**src/include/kmeans_params.svh**
```systemverilog
`ifndef KMEANS_PARAMS_SVH
`define KMEANS_PARAMS_SVH

// datapath widths
`define KM_SAMPLE_W   16
`define KM_SUM_W      32
`define KM_ADDR_W     16

// image size and number of k-means passes
`define KM_NUM_PIXELS 100
`define KM_ITERATIONS 3

// a* below this value counts as strongly negative
`define KM_NEG_THRESH (-10)

// starting centroids
`define KM_C0_INIT    0
`define KM_C1_INIT    5

`endif

```
**src/verilog/kmeans_pkg.sv**
```systemverilog
`include "kmeans_params.svh"

package kmeans_pkg;

    // a* sample, also the centroid format
    typedef logic signed [`KM_SAMPLE_W-1:0] sample_t;

    // per-cluster running sum of samples
    typedef logic signed [`KM_SUM_W-1:0] sum_t;

    // pixel counts never exceed the image size
    typedef logic [`KM_ADDR_W-1:0] count_t;

    typedef logic [`KM_ADDR_W-1:0] addr_t;

endpackage

```
**src/verilog/cluster_stats_if.sv**
```systemverilog
`timescale 1ns/1ps

interface cluster_stats_if;
    import kmeans_pkg::*;

    // running totals per cluster
    sum_t   sum0;
    sum_t   sum1;
    count_t count0;
    count_t count1;

    // pixels below the strong-negative threshold
    count_t neg0;
    count_t neg1;

    modport accum (
        output sum0, sum1, count0, count1, neg0, neg1
    );

    modport divide (
        input sum0, sum1, count0, count1
    );

    // only the negative counts matter for cluster selection
    modport ctrl (
        input neg0, neg1
    );

endinterface

```
**src/verilog/nearest_centroid.sv**
```systemverilog
`timescale 1ns/1ps
`include "kmeans_params.svh"

module nearest_centroid (
    input  logic                clk,
    input  logic                reset,
    input  logic                sample_valid,
    input  kmeans_pkg::sample_t sample,
    input  kmeans_pkg::sample_t c0,
    input  kmeans_pkg::sample_t c1,
    output logic                decision_valid,
    output logic                decision
);
    localparam int DIFF_W = `KM_SAMPLE_W + 1;

    // one extra bit so the difference cannot overflow
    logic signed [DIFF_W-1:0] diff0;
    logic signed [DIFF_W-1:0] diff1;
    logic        [DIFF_W-1:0] dist0;
    logic        [DIFF_W-1:0] dist1;

    assign diff0 = {sample[`KM_SAMPLE_W-1], sample} - {c0[`KM_SAMPLE_W-1], c0};
    assign diff1 = {sample[`KM_SAMPLE_W-1], sample} - {c1[`KM_SAMPLE_W-1], c1};

    // absolute distance orders the same as squared distance
    assign dist0 = diff0[DIFF_W-1] ? -diff0 : diff0;
    assign dist1 = diff1[DIFF_W-1] ? -diff1 : diff1;

    always_ff @(posedge clk)
    begin
        if (reset)
            decision_valid <= 1'b0;
        else
            decision_valid <= sample_valid;
    end

    // equal distance stays in cluster 0
    always_ff @(posedge clk)
    begin
        if (sample_valid)
            decision <= (dist1 < dist0);
    end

endmodule

```
**src/verilog/cluster_accum.sv**
```systemverilog
`timescale 1ns/1ps
`include "kmeans_params.svh"

module cluster_accum (
    input  logic                clk,
    input  logic                reset,
    input  logic                accum_clear,
    input  logic                decision_valid,
    input  logic                decision,
    input  kmeans_pkg::sample_t sample,
    cluster_stats_if.accum      stats
);
    import kmeans_pkg::*;

    logic strong_neg;
    sum_t sample_ext;

    assign strong_neg = (sample < sample_t'(`KM_NEG_THRESH));
    assign sample_ext = sum_t'(sample);

    always_ff @(posedge clk)
    begin
        if (reset || accum_clear)
        begin
            stats.sum0   <= '0;
            stats.sum1   <= '0;
            stats.count0 <= '0;
            stats.count1 <= '0;
            stats.neg0   <= '0;
            stats.neg1   <= '0;
        end
        else if (decision_valid)
        begin
            // sample is held by the controller until the decision lands
            if (decision)
            begin
                stats.sum1   <= stats.sum1 + sample_ext;
                stats.count1 <= stats.count1 + 1'b1;
                if (strong_neg)
                    stats.neg1 <= stats.neg1 + 1'b1;
            end
            else
            begin
                stats.sum0   <= stats.sum0 + sample_ext;
                stats.count0 <= stats.count0 + 1'b1;
                if (strong_neg)
                    stats.neg0 <= stats.neg0 + 1'b1;
            end
        end
    end

endmodule

```
**src/verilog/centroid_divider.sv**
```systemverilog
`timescale 1ns/1ps
`include "kmeans_params.svh"

module centroid_divider (
    input  logic                clk,
    input  logic                reset,
    input  logic                div_start,
    input  kmeans_pkg::sample_t c0,
    input  kmeans_pkg::sample_t c1,
    cluster_stats_if.divide     stats,
    output logic                div_done,
    output kmeans_pkg::sample_t new_c0,
    output kmeans_pkg::sample_t new_c1
);
    import kmeans_pkg::*;

    localparam int SUM_W  = `KM_SUM_W;
    localparam int DEN_W  = $bits(count_t);
    localparam int REM_W  = DEN_W + 1;
    localparam int STEP_W = $clog2(SUM_W);

    logic [REM_W-1:0]  rem0;
    logic [REM_W-1:0]  rem1;
    logic [SUM_W-1:0]  quo0;
    logic [SUM_W-1:0]  quo1;
    count_t            den0;
    count_t            den1;
    logic              neg0;
    logic              neg1;
    logic              busy;
    logic [STEP_W-1:0] step;

    // one restoring step, shifting the next dividend bit into the remainder
    function automatic logic [REM_W+SUM_W-1:0] div_step(
        input logic [REM_W-1:0] rem,
        input logic [SUM_W-1:0] quo,
        input count_t           den
    );
        logic [REM_W-1:0] rem_sh;
        logic [SUM_W-1:0] quo_sh;
        logic [REM_W:0]   trial;
        rem_sh = {rem[REM_W-2:0], quo[SUM_W-1]};
        quo_sh = {quo[SUM_W-2:0], 1'b0};
        trial  = {1'b0, rem_sh} - {2'b00, den};
        if (!trial[REM_W])
        begin
            rem_sh    = trial[REM_W-1:0];
            quo_sh[0] = 1'b1;
        end
        return {rem_sh, quo_sh};
    endfunction

    // quotient fits the sample range, the sign comes back last
    function automatic sample_t apply_sign(
        input logic [SUM_W-1:0] mag,
        input logic             negative
    );
        sample_t q;
        q = sample_t'(mag[`KM_SAMPLE_W-1:0]);
        return negative ? -q : q;
    endfunction

    ////////////////////////////////////////////////////////////////////////////
    // both divisions step together, one quotient bit per cycle
    ////////////////////////////////////////////////////////////////////////////
    always_ff @(posedge clk)
    begin
        if (reset)
        begin
            busy     <= 1'b0;
            step     <= '0;
            div_done <= 1'b0;
        end
        else
        begin
            div_done <= 1'b0;
            if (div_start)
            begin
                busy <= 1'b1;
                step <= '0;
            end
            else if (busy)
            begin
                step <= step + 1'b1;
                if (step == STEP_W'(SUM_W - 1))
                begin
                    busy     <= 1'b0;
                    div_done <= 1'b1;
                end
            end
        end
    end

    // sign-magnitude operands captured at start
    always_ff @(posedge clk)
    begin
        if (div_start)
        begin
            rem0 <= '0;
            rem1 <= '0;
            quo0 <= stats.sum0[SUM_W-1] ? -stats.sum0 : stats.sum0;
            quo1 <= stats.sum1[SUM_W-1] ? -stats.sum1 : stats.sum1;
            neg0 <= stats.sum0[SUM_W-1];
            neg1 <= stats.sum1[SUM_W-1];
            den0 <= stats.count0;
            den1 <= stats.count1;
        end
        else if (busy)
        begin
            {rem0, quo0} <= div_step(rem0, quo0, den0);
            {rem1, quo1} <= div_step(rem1, quo1, den1);
        end
    end

    // an empty cluster keeps its old centroid
    assign new_c0 = (den0 == '0) ? c0 : apply_sign(quo0, neg0);
    assign new_c1 = (den1 == '0) ? c1 : apply_sign(quo1, neg1);

endmodule

```
**src/verilog/kmeans_ctrl.sv**
```systemverilog
`timescale 1ns/1ps
`include "kmeans_params.svh"

module kmeans_ctrl #(
    parameter int num_pixels = `KM_NUM_PIXELS,
    parameter int iterations = `KM_ITERATIONS
) (
    input  logic                clk,
    input  logic                reset,
    input  logic                start,
    input  kmeans_pkg::sample_t a_data,
    input  logic                cluster_id_rdata,
    input  logic                rgb_dark,
    input  logic                decision_valid,
    input  logic                decision,
    input  logic                div_done,
    input  kmeans_pkg::sample_t new_c0,
    input  kmeans_pkg::sample_t new_c1,
    output kmeans_pkg::addr_t   pixel_addr,
    output logic                sample_valid,
    output kmeans_pkg::sample_t sample,
    output kmeans_pkg::sample_t c0,
    output kmeans_pkg::sample_t c1,
    output logic                accum_clear,
    output logic                div_start,
    cluster_stats_if.ctrl       stats,
    output logic                cluster_id_we,
    output logic                cluster_id_wdata,
    output logic                lab_clear,
    output logic                done_kmeans,
    output logic                done_cluster
);
    import kmeans_pkg::*;

    typedef enum logic [3:0] {
        S_IDLE,
        S_KM_ADDR,
        S_KM_DATA,
        S_KM_WAIT,
        S_KM_WRITE,
        S_DIV,
        S_SELECT,
        S_RL_ADDR,
        S_RL_DATA,
        S_RL_WRITE
    } state_t;

    state_t state;
    count_t iter;
    logic   selected;
    logic   last_pixel;
    logic   last_iter;

    assign last_pixel = (pixel_addr == addr_t'(num_pixels - 1));
    assign last_iter  = (iter == count_t'(iterations - 1));

    always_ff @(posedge clk)
    begin
        if (reset)
        begin
            state         <= S_IDLE;
            pixel_addr    <= '0;
            iter          <= '0;
            sample_valid  <= 1'b0;
            accum_clear   <= 1'b0;
            div_start     <= 1'b0;
            cluster_id_we <= 1'b0;
            lab_clear     <= 1'b0;
            done_kmeans   <= 1'b0;
            done_cluster  <= 1'b0;
        end
        else
        begin
            // strobes last one cycle
            sample_valid  <= 1'b0;
            accum_clear   <= 1'b0;
            div_start     <= 1'b0;
            cluster_id_we <= 1'b0;
            lab_clear     <= 1'b0;

            case (state)
                S_IDLE:
                    if (start)
                    begin
                        pixel_addr   <= '0;
                        iter         <= '0;
                        c0           <= sample_t'(`KM_C0_INIT);
                        c1           <= sample_t'(`KM_C1_INIT);
                        accum_clear  <= 1'b1;
                        done_kmeans  <= 1'b0;
                        done_cluster <= 1'b0;
                        state        <= S_KM_ADDR;
                    end

                ////////////////////////////////////////////////////////////////////////////
                // k-means pass, one pixel at a time
                ////////////////////////////////////////////////////////////////////////////
                // memory answers one cycle after the address
                S_KM_ADDR:
                    state <= S_KM_DATA;
                S_KM_DATA:
                begin
                    sample       <= a_data;
                    sample_valid <= 1'b1;
                    state        <= S_KM_WAIT;
                end
                S_KM_WAIT:
                    if (decision_valid)
                    begin
                        cluster_id_we    <= 1'b1;
                        cluster_id_wdata <= decision;
                        state            <= S_KM_WRITE;
                    end
                S_KM_WRITE:
                    if (last_pixel)
                    begin
                        pixel_addr <= '0;
                        div_start  <= 1'b1;
                        state      <= S_DIV;
                    end
                    else
                    begin
                        pixel_addr <= pixel_addr + 1'b1;
                        state      <= S_KM_ADDR;
                    end
                S_DIV:
                    if (div_done)
                    begin
                        c0 <= new_c0;
                        c1 <= new_c1;
                        // keep the last pass stats for selection
                        if (last_iter)
                        begin
                            done_kmeans <= 1'b1;
                            state       <= S_SELECT;
                        end
                        else
                        begin
                            iter        <= iter + 1'b1;
                            accum_clear <= 1'b1;
                            state       <= S_KM_ADDR;
                        end
                    end

                ////////////////////////////////////////////////////////////////////////////
                // selection and relabel pass
                ////////////////////////////////////////////////////////////////////////////
                S_SELECT:
                begin
                    // ties go to cluster 0
                    selected <= (stats.neg1 > stats.neg0);
                    state    <= S_RL_ADDR;
                end
                S_RL_ADDR:
                    state <= S_RL_DATA;
                S_RL_DATA:
                begin
                    cluster_id_we <= 1'b1;
                    if (cluster_id_rdata != selected)
                    begin
                        cluster_id_wdata <= 1'b0;
                        lab_clear        <= 1'b1;
                    end
                    else
                    begin
                        cluster_id_wdata <= 1'b1;
                        lab_clear        <= rgb_dark;
                    end
                    state <= S_RL_WRITE;
                end
                S_RL_WRITE:
                    if (last_pixel)
                    begin
                        done_cluster <= 1'b1;
                        state        <= S_IDLE;
                    end
                    else
                    begin
                        pixel_addr <= pixel_addr + 1'b1;
                        state      <= S_RL_ADDR;
                    end
                default:
                    state <= S_IDLE;
            endcase
        end
    end

endmodule

```
**src/verilog/kmeans_top.sv**
```systemverilog
`timescale 1ns/1ps
`include "kmeans_params.svh"

module kmeans_top #(
    parameter int num_pixels = `KM_NUM_PIXELS,
    parameter int iterations = `KM_ITERATIONS
) (
    input  logic                clk,
    input  logic                reset,
    input  logic                start,
    output kmeans_pkg::addr_t   pixel_addr,
    input  kmeans_pkg::sample_t a_data,
    input  logic                cluster_id_rdata,
    input  logic                rgb_dark,
    output logic                cluster_id_we,
    output logic                cluster_id_wdata,
    output logic                lab_clear,
    output logic                done_kmeans,
    output logic                done_cluster
);
    import kmeans_pkg::*;

    logic    sample_valid;
    logic    decision_valid;
    logic    decision;
    logic    accum_clear;
    logic    div_start;
    logic    div_done;
    sample_t sample;
    sample_t c0;
    sample_t c1;
    sample_t new_c0;
    sample_t new_c1;

    // per-cluster statistics shared by accumulator, divider and controller
    cluster_stats_if i_stats ();

    kmeans_ctrl #(
        .num_pixels (num_pixels),
        .iterations (iterations)
    ) i_ctrl (
        .clk              (clk),
        .reset            (reset),
        .start            (start),
        .a_data           (a_data),
        .cluster_id_rdata (cluster_id_rdata),
        .rgb_dark         (rgb_dark),
        .decision_valid   (decision_valid),
        .decision         (decision),
        .div_done         (div_done),
        .new_c0           (new_c0),
        .new_c1           (new_c1),
        .pixel_addr       (pixel_addr),
        .sample_valid     (sample_valid),
        .sample           (sample),
        .c0               (c0),
        .c1               (c1),
        .accum_clear      (accum_clear),
        .div_start        (div_start),
        .stats            (i_stats.ctrl),
        .cluster_id_we    (cluster_id_we),
        .cluster_id_wdata (cluster_id_wdata),
        .lab_clear        (lab_clear),
        .done_kmeans      (done_kmeans),
        .done_cluster     (done_cluster)
    );

    nearest_centroid i_nearest (
        .clk            (clk),
        .reset          (reset),
        .sample_valid   (sample_valid),
        .sample         (sample),
        .c0             (c0),
        .c1             (c1),
        .decision_valid (decision_valid),
        .decision       (decision)
    );

    cluster_accum i_accum (
        .clk            (clk),
        .reset          (reset),
        .accum_clear    (accum_clear),
        .decision_valid (decision_valid),
        .decision       (decision),
        .sample         (sample),
        .stats          (i_stats.accum)
    );

    centroid_divider i_divider (
        .clk       (clk),
        .reset     (reset),
        .div_start (div_start),
        .c0        (c0),
        .c1        (c1),
        .stats     (i_stats.divide),
        .div_done  (div_done),
        .new_c0    (new_c0),
        .new_c1    (new_c1)
    );

endmodule

```
**config.mk**
```make
export PLATFORM = sky130hd
export DESIGN_NAME = kmeans_top
export DESIGN_NICKNAME = d
export VERILOG_FILES = /design/src/verilog/kmeans_pkg.sv /design/src/verilog/cluster_stats_if.sv /design/src/verilog/nearest_centroid.sv /design/src/verilog/cluster_accum.sv /design/src/verilog/centroid_divider.sv /design/src/verilog/kmeans_ctrl.sv /design/src/verilog/kmeans_top.sv
export VERILOG_INCLUDE_DIRS = /design/src /design/src/include
export SDC_FILE = /design/constraint.sdc
export NUM_CORES = 1
export LEC_CHECK = 0
export BUFFER_PORTS_ARGS = -buffer_cell sky130_fd_sc_hd__buf_2
export CELL_PAD_IN_SITES_DETAIL_PLACEMENT = 0
export CELL_PAD_IN_SITES_GLOBAL_PLACEMENT = 1
export CORE_MARGIN = 2
export CORE_UTILIZATION = 45
export CTS_BUF_LIST = sky130_fd_sc_hd__clkbuf_8 sky130_fd_sc_hd__clkbuf_16
export DETAILED_ROUTE_END_ITERATION = 10
export PLACE_DENSITY_LB_ADDON = 0.05
export SYNTH_ARGS = -nofsm -noshare
export SYNTH_HDL_FRONTEND = slang
export SYNTH_SLANG_ARGS = --single-unit
```
**constraint.sdc**
```tcl
create_clock -name clk -period 5.55 [get_ports clk]
set_input_delay 0.8325 -clock clk [delete_from_list [all_inputs] [get_ports clk]]
set_output_delay 0.8325 -clock clk [all_outputs]
set_load 0.02 [all_outputs]
```
==> out/results.txt <==
DRT Pass-1 Iters -> 5
Slowest stage cell on the critical path -> edfxtp_1
Max-slew headroom -> 26.9%
Final Hold Violating Endpoints -> 0
Ratio of cells with drive above 1 in the final layout -> 6.09%
Count of final max-slew check failures -> 0
CP startpoint kind -> flip-flop
Clock tree root buffer cell -> clkbuf_16
Crit path capture type -> flip-flop
#FFs+latches synth -> 360
Drt drc -> 0
Gpl congestion -> 0.844
Routed WL -> 56.7 mm
Rows -> 82
Post-synth EDFFs -> 149
Post-CTS Setup Bufs -> 0
Final Skew -> 19.8 ps
Syn Std Cell Area -> 0.0231 mm²
Vias in the first global route -> 18100
Yosys top cell by area -> edfxtp_1
Hold slack -> 425 ps
CP Data Required Time -> 5890 ps
CTS tree -> yes
Die W -> 230 µm
Max-Cap Viols -> 0
Clock Latency Late Sink -> 580 ps
ANT nets after route -> 0
Fraction of registers with async set/reset -> 0%
Slew @ Worst Pin -> 1100 ps
Core Area -> 0.0504 mm²
Worst path cell trace -> inv_1 > fa_1 > nor2b_1 > o31ai_1 > a21oi_1 > a22o_1 > a211oi_1 > o21bai_1 > nand4_1 > nand2_1 > a31oi_1 > xor2_1 > ha_1 > nand4_1 > nor2_1 > o211ai_1 > a21oi_1 > nor2_1
Nets -> 2890
Worst Setup SP -> i_ctrl.sample[1]
R2R depth -> 18
RR Startpoint -> i_ctrl.sample[1]
Critical path's largest stage delay -> 500 ps
Antenna violations before repair -> 3
Synthesized Nets -> 2866
Hold Path Class -> input port to flip-flop
Syn_area_per_cell -> 8.66 µm²
PostCTS Resize Cnt -> 0
Final Critical Period -> 4490 ps
Arrival time at the worst endpoint -> 4820 ps
Synth warn -> 0
P&R area growth vs syn -> 10.2%
Top cell type's share of synthesized area -> 19.4%
Run status -> completed
Place WS -> 1070 ps
Synth area leaders -> edfxtp_1, dfxtp_1, ha_1
Fin crit share -> 80.9%
Routed len/inst -> 16.7 µm
Initial Util -> 45.8%
Final worst slack -> 1060 ps
Synth cell types -> 78
First-pass GRT wire length -> 93.6 mm
Vias/cell -> 5.49
CTS clk-pin slew, worst paths -> 60 ps
TritonCTS sink count -> 360
Register area share after synthesis -> 37.7%
CTS H-tree depth -> 2
GRT overflow -> 0
Maximum number of pins on one net before global-route repair -> 89
HPWL after detailed placement -> 40.4 mm
Die Area -> 0.0531 mm²
IO Port Bufs -> 41
Reg2reg end -> i_nearest.decision
Ports -> 42
Fmax -> 0.223 GHz
GR Util All Layers -> 21.4%
Initial drt markers -> 1202
Fill count -> 4819
CTS Buffer Depth -> 3
Setup crit end -> i_nearest.decision
Antenna cells -> 0
Min-delay src -> a_data[10]
Final setup viols -> 0
Leak Pwr -> 10.3 nW
CP Class -> flip-flop to flip-flop
Worst-path maximum fanout -> 14
Post-synth top flop -> dfxtp_1
Die span in y -> 230 µm
Maximum VDD drop -> 0.196 mV
Gate Count Post-Synth -> 2666
Total vias in the final route -> 18700
R2R setup slack -> 1060 ps
Cts bufs inserted -> 44
PD cells -> 281 mW/mm²
Setup_tns -> 0 ps
RSZ-0062 raised after global routing -> false
Cts hold-fix bufs -> 0
==> flip-flops by register name, indices dropped and copies added, names as in the netlist, 5 cells and up <==
name,flops
i_accum.stats.count0,16
i_accum.stats.sum0,32
i_divider.quo1,32
i_accum.stats.neg1,16
i_accum.stats.neg0,16
i_ctrl.sample,16
i_divider.rem1,16
i_divider.den0,16
i_ctrl.c1,16
i_divider.den1,16
i_divider.rem0,16
i_ctrl.pixel_addr,16
i_divider.step,5
i_accum.stats.count1,16
i_ctrl.c0,16
i_divider.quo0,32
i_ctrl.iter,16
i_accum.stats.sum1,32
==> cells by family (layout without fill, tap and decap cells) <==
family / count (synthesis) / after routing / synth area share, %
xor gates and xnor gates: 280 / 280 / 10.6
AOI/OAI and AO/OA: 649 / 649 / 17.4
muxes: 34 / 34 / 1.50
adders and majority gates: 179 / 179 / 9.90
DFF: 360 / 360 / 37.7
and+or+nand+nor: 954 / 954 / 19.4
buffers and inverters: 210 / 269 / 3.44
==> through the flow <==
| stage | cell area (µm²) | util [%] | power, W | std cells |
|---|---|---|---|---|
| 4_1_cts | 25400 | 50.5 | 0.00723 | 3397 |
| 6_report | 25400 | 50.5 | 0.00714 | 3397 |
| 2_1_floorplan | 23100 | - | 0.00399 | 2666 |
| 3_5_place_dp | 24000 | 47.6 | 0.00431 | 3316 |
| 5_1_grt | 25400 | 50.5 | 0.00752 | 3397 |
| 3_3_place_gp | 24000 | 47.6 | 0.00429 | 3316 |
==> metal layers <==
| metal | vias up | global-route usage (%) | wire length, µm | share of wire (%) |
|---|---|---|---|---|
| met5 | - | 0 | 0 | 0 |
| met1 | 8734 | 30.0 | 27700 | 49 |
| met3 | 89 | 2.61 | 2170 | 3.8 |
| met2 | 283 | 34.6 | 25300 | 45 |
| met4 | 0 | 6.65 | 1500 | 2.6 |
| li1 | 9560 | - | - | - |
==> layout by cell type, fill, tap and decap left out, types with 32 or more instances in the layout <==
cell type	Yosys	layout
nor2_1	353	353
nand2_1	257	257
a21oi_1	243	243
dfxtp_1	211	209
xor2_1	185	185
ha_1	173	173
edfxtp_1	149	149
inv_1	125	133
o21ai_0	105	105
xnor2_1	95	95
nand3_1	48	48
a21o_1	47	47
clkbuf_16	0	44
nor3_1	41	41
buf_2	4	41
nand4_1	38	38
o21a_1	36	36
nor2b_1	35	34
a211oi_1	35	34
o21ai_1	33	33
or3_1	32	32
==> final cells by class <==
| class | count | area (µm²) | area share, % |
|---|---|---|---|
| tap | 672 | 841 | 3.31 |
| multi-input combinational | 2096 | 13600 | 53.5 |
| inverter | 125 | 469 | 1.84 |
| sequential | 360 | 8700 | 34.2 |
| timing repair buffer | 63 | 370 | 1.46 |
| clock inverter | 36 | 320 | 1.26 |
| clock buffer | 45 | 1110 | 4.38 |
==> how the worst min path moves through the flow <==
stage | slack, ps | cells after the start | endpoint
CTS | 390 | 1 | i_ctrl.sample[10]
detailed placement | 440 | 0 | i_divider.den1[15]
global placement | 440 | 0 | i_divider.den0[15]
global route | 400 | 1 | i_ctrl.sample[15]
floorplan | 410 | 0 | i_divider.neg1
finish | 420 | 1 | i_ctrl.sample[10]
==> report_power, final <==
part	leakage, nW	internal [W]	switching [W]	total [W]
clock	0.738	0.00170	0.00118	0.00288
sequential	3.07	0.00283	0.000103	0.00294
combinational	6.47	0.000547	0.000777	0.00132
total	10.3	0.00507	0.00206	0.00714
==> synthesized netlist by cell type (33+ instances only) <==
cell / instances
o21a_1: 36
ha_1: 173
o21ai_1: 33
a21o_1: 47
a21oi_1: 243
nor3_1: 41
nand3_1: 48
o21ai_0: 105
clkbuf_1: 64
nor2_1: 353
dfxtp_1: 211
nor2b_1: 35
a211oi_1: 35
xnor2_1: 95
inv_1: 125
nand2_1: 257
edfxtp_1: 149
nand4_1: 38
xor2_1: 185
==> worst max-delay path: cells and delay by family, from the launching register on <==
kind | cells | cell delay (ps)
DFF | 1 | 500
and+or+nand+nor | 6 | 920
adders and majority gates | 2 | 570
AOI/OAI and AO/OA | 8 | 1870
buffers and inverters | 1 | 280
xor gates and xnor gates | 1 | 110
Note: power is estimated with default switching activity, not from simulation.
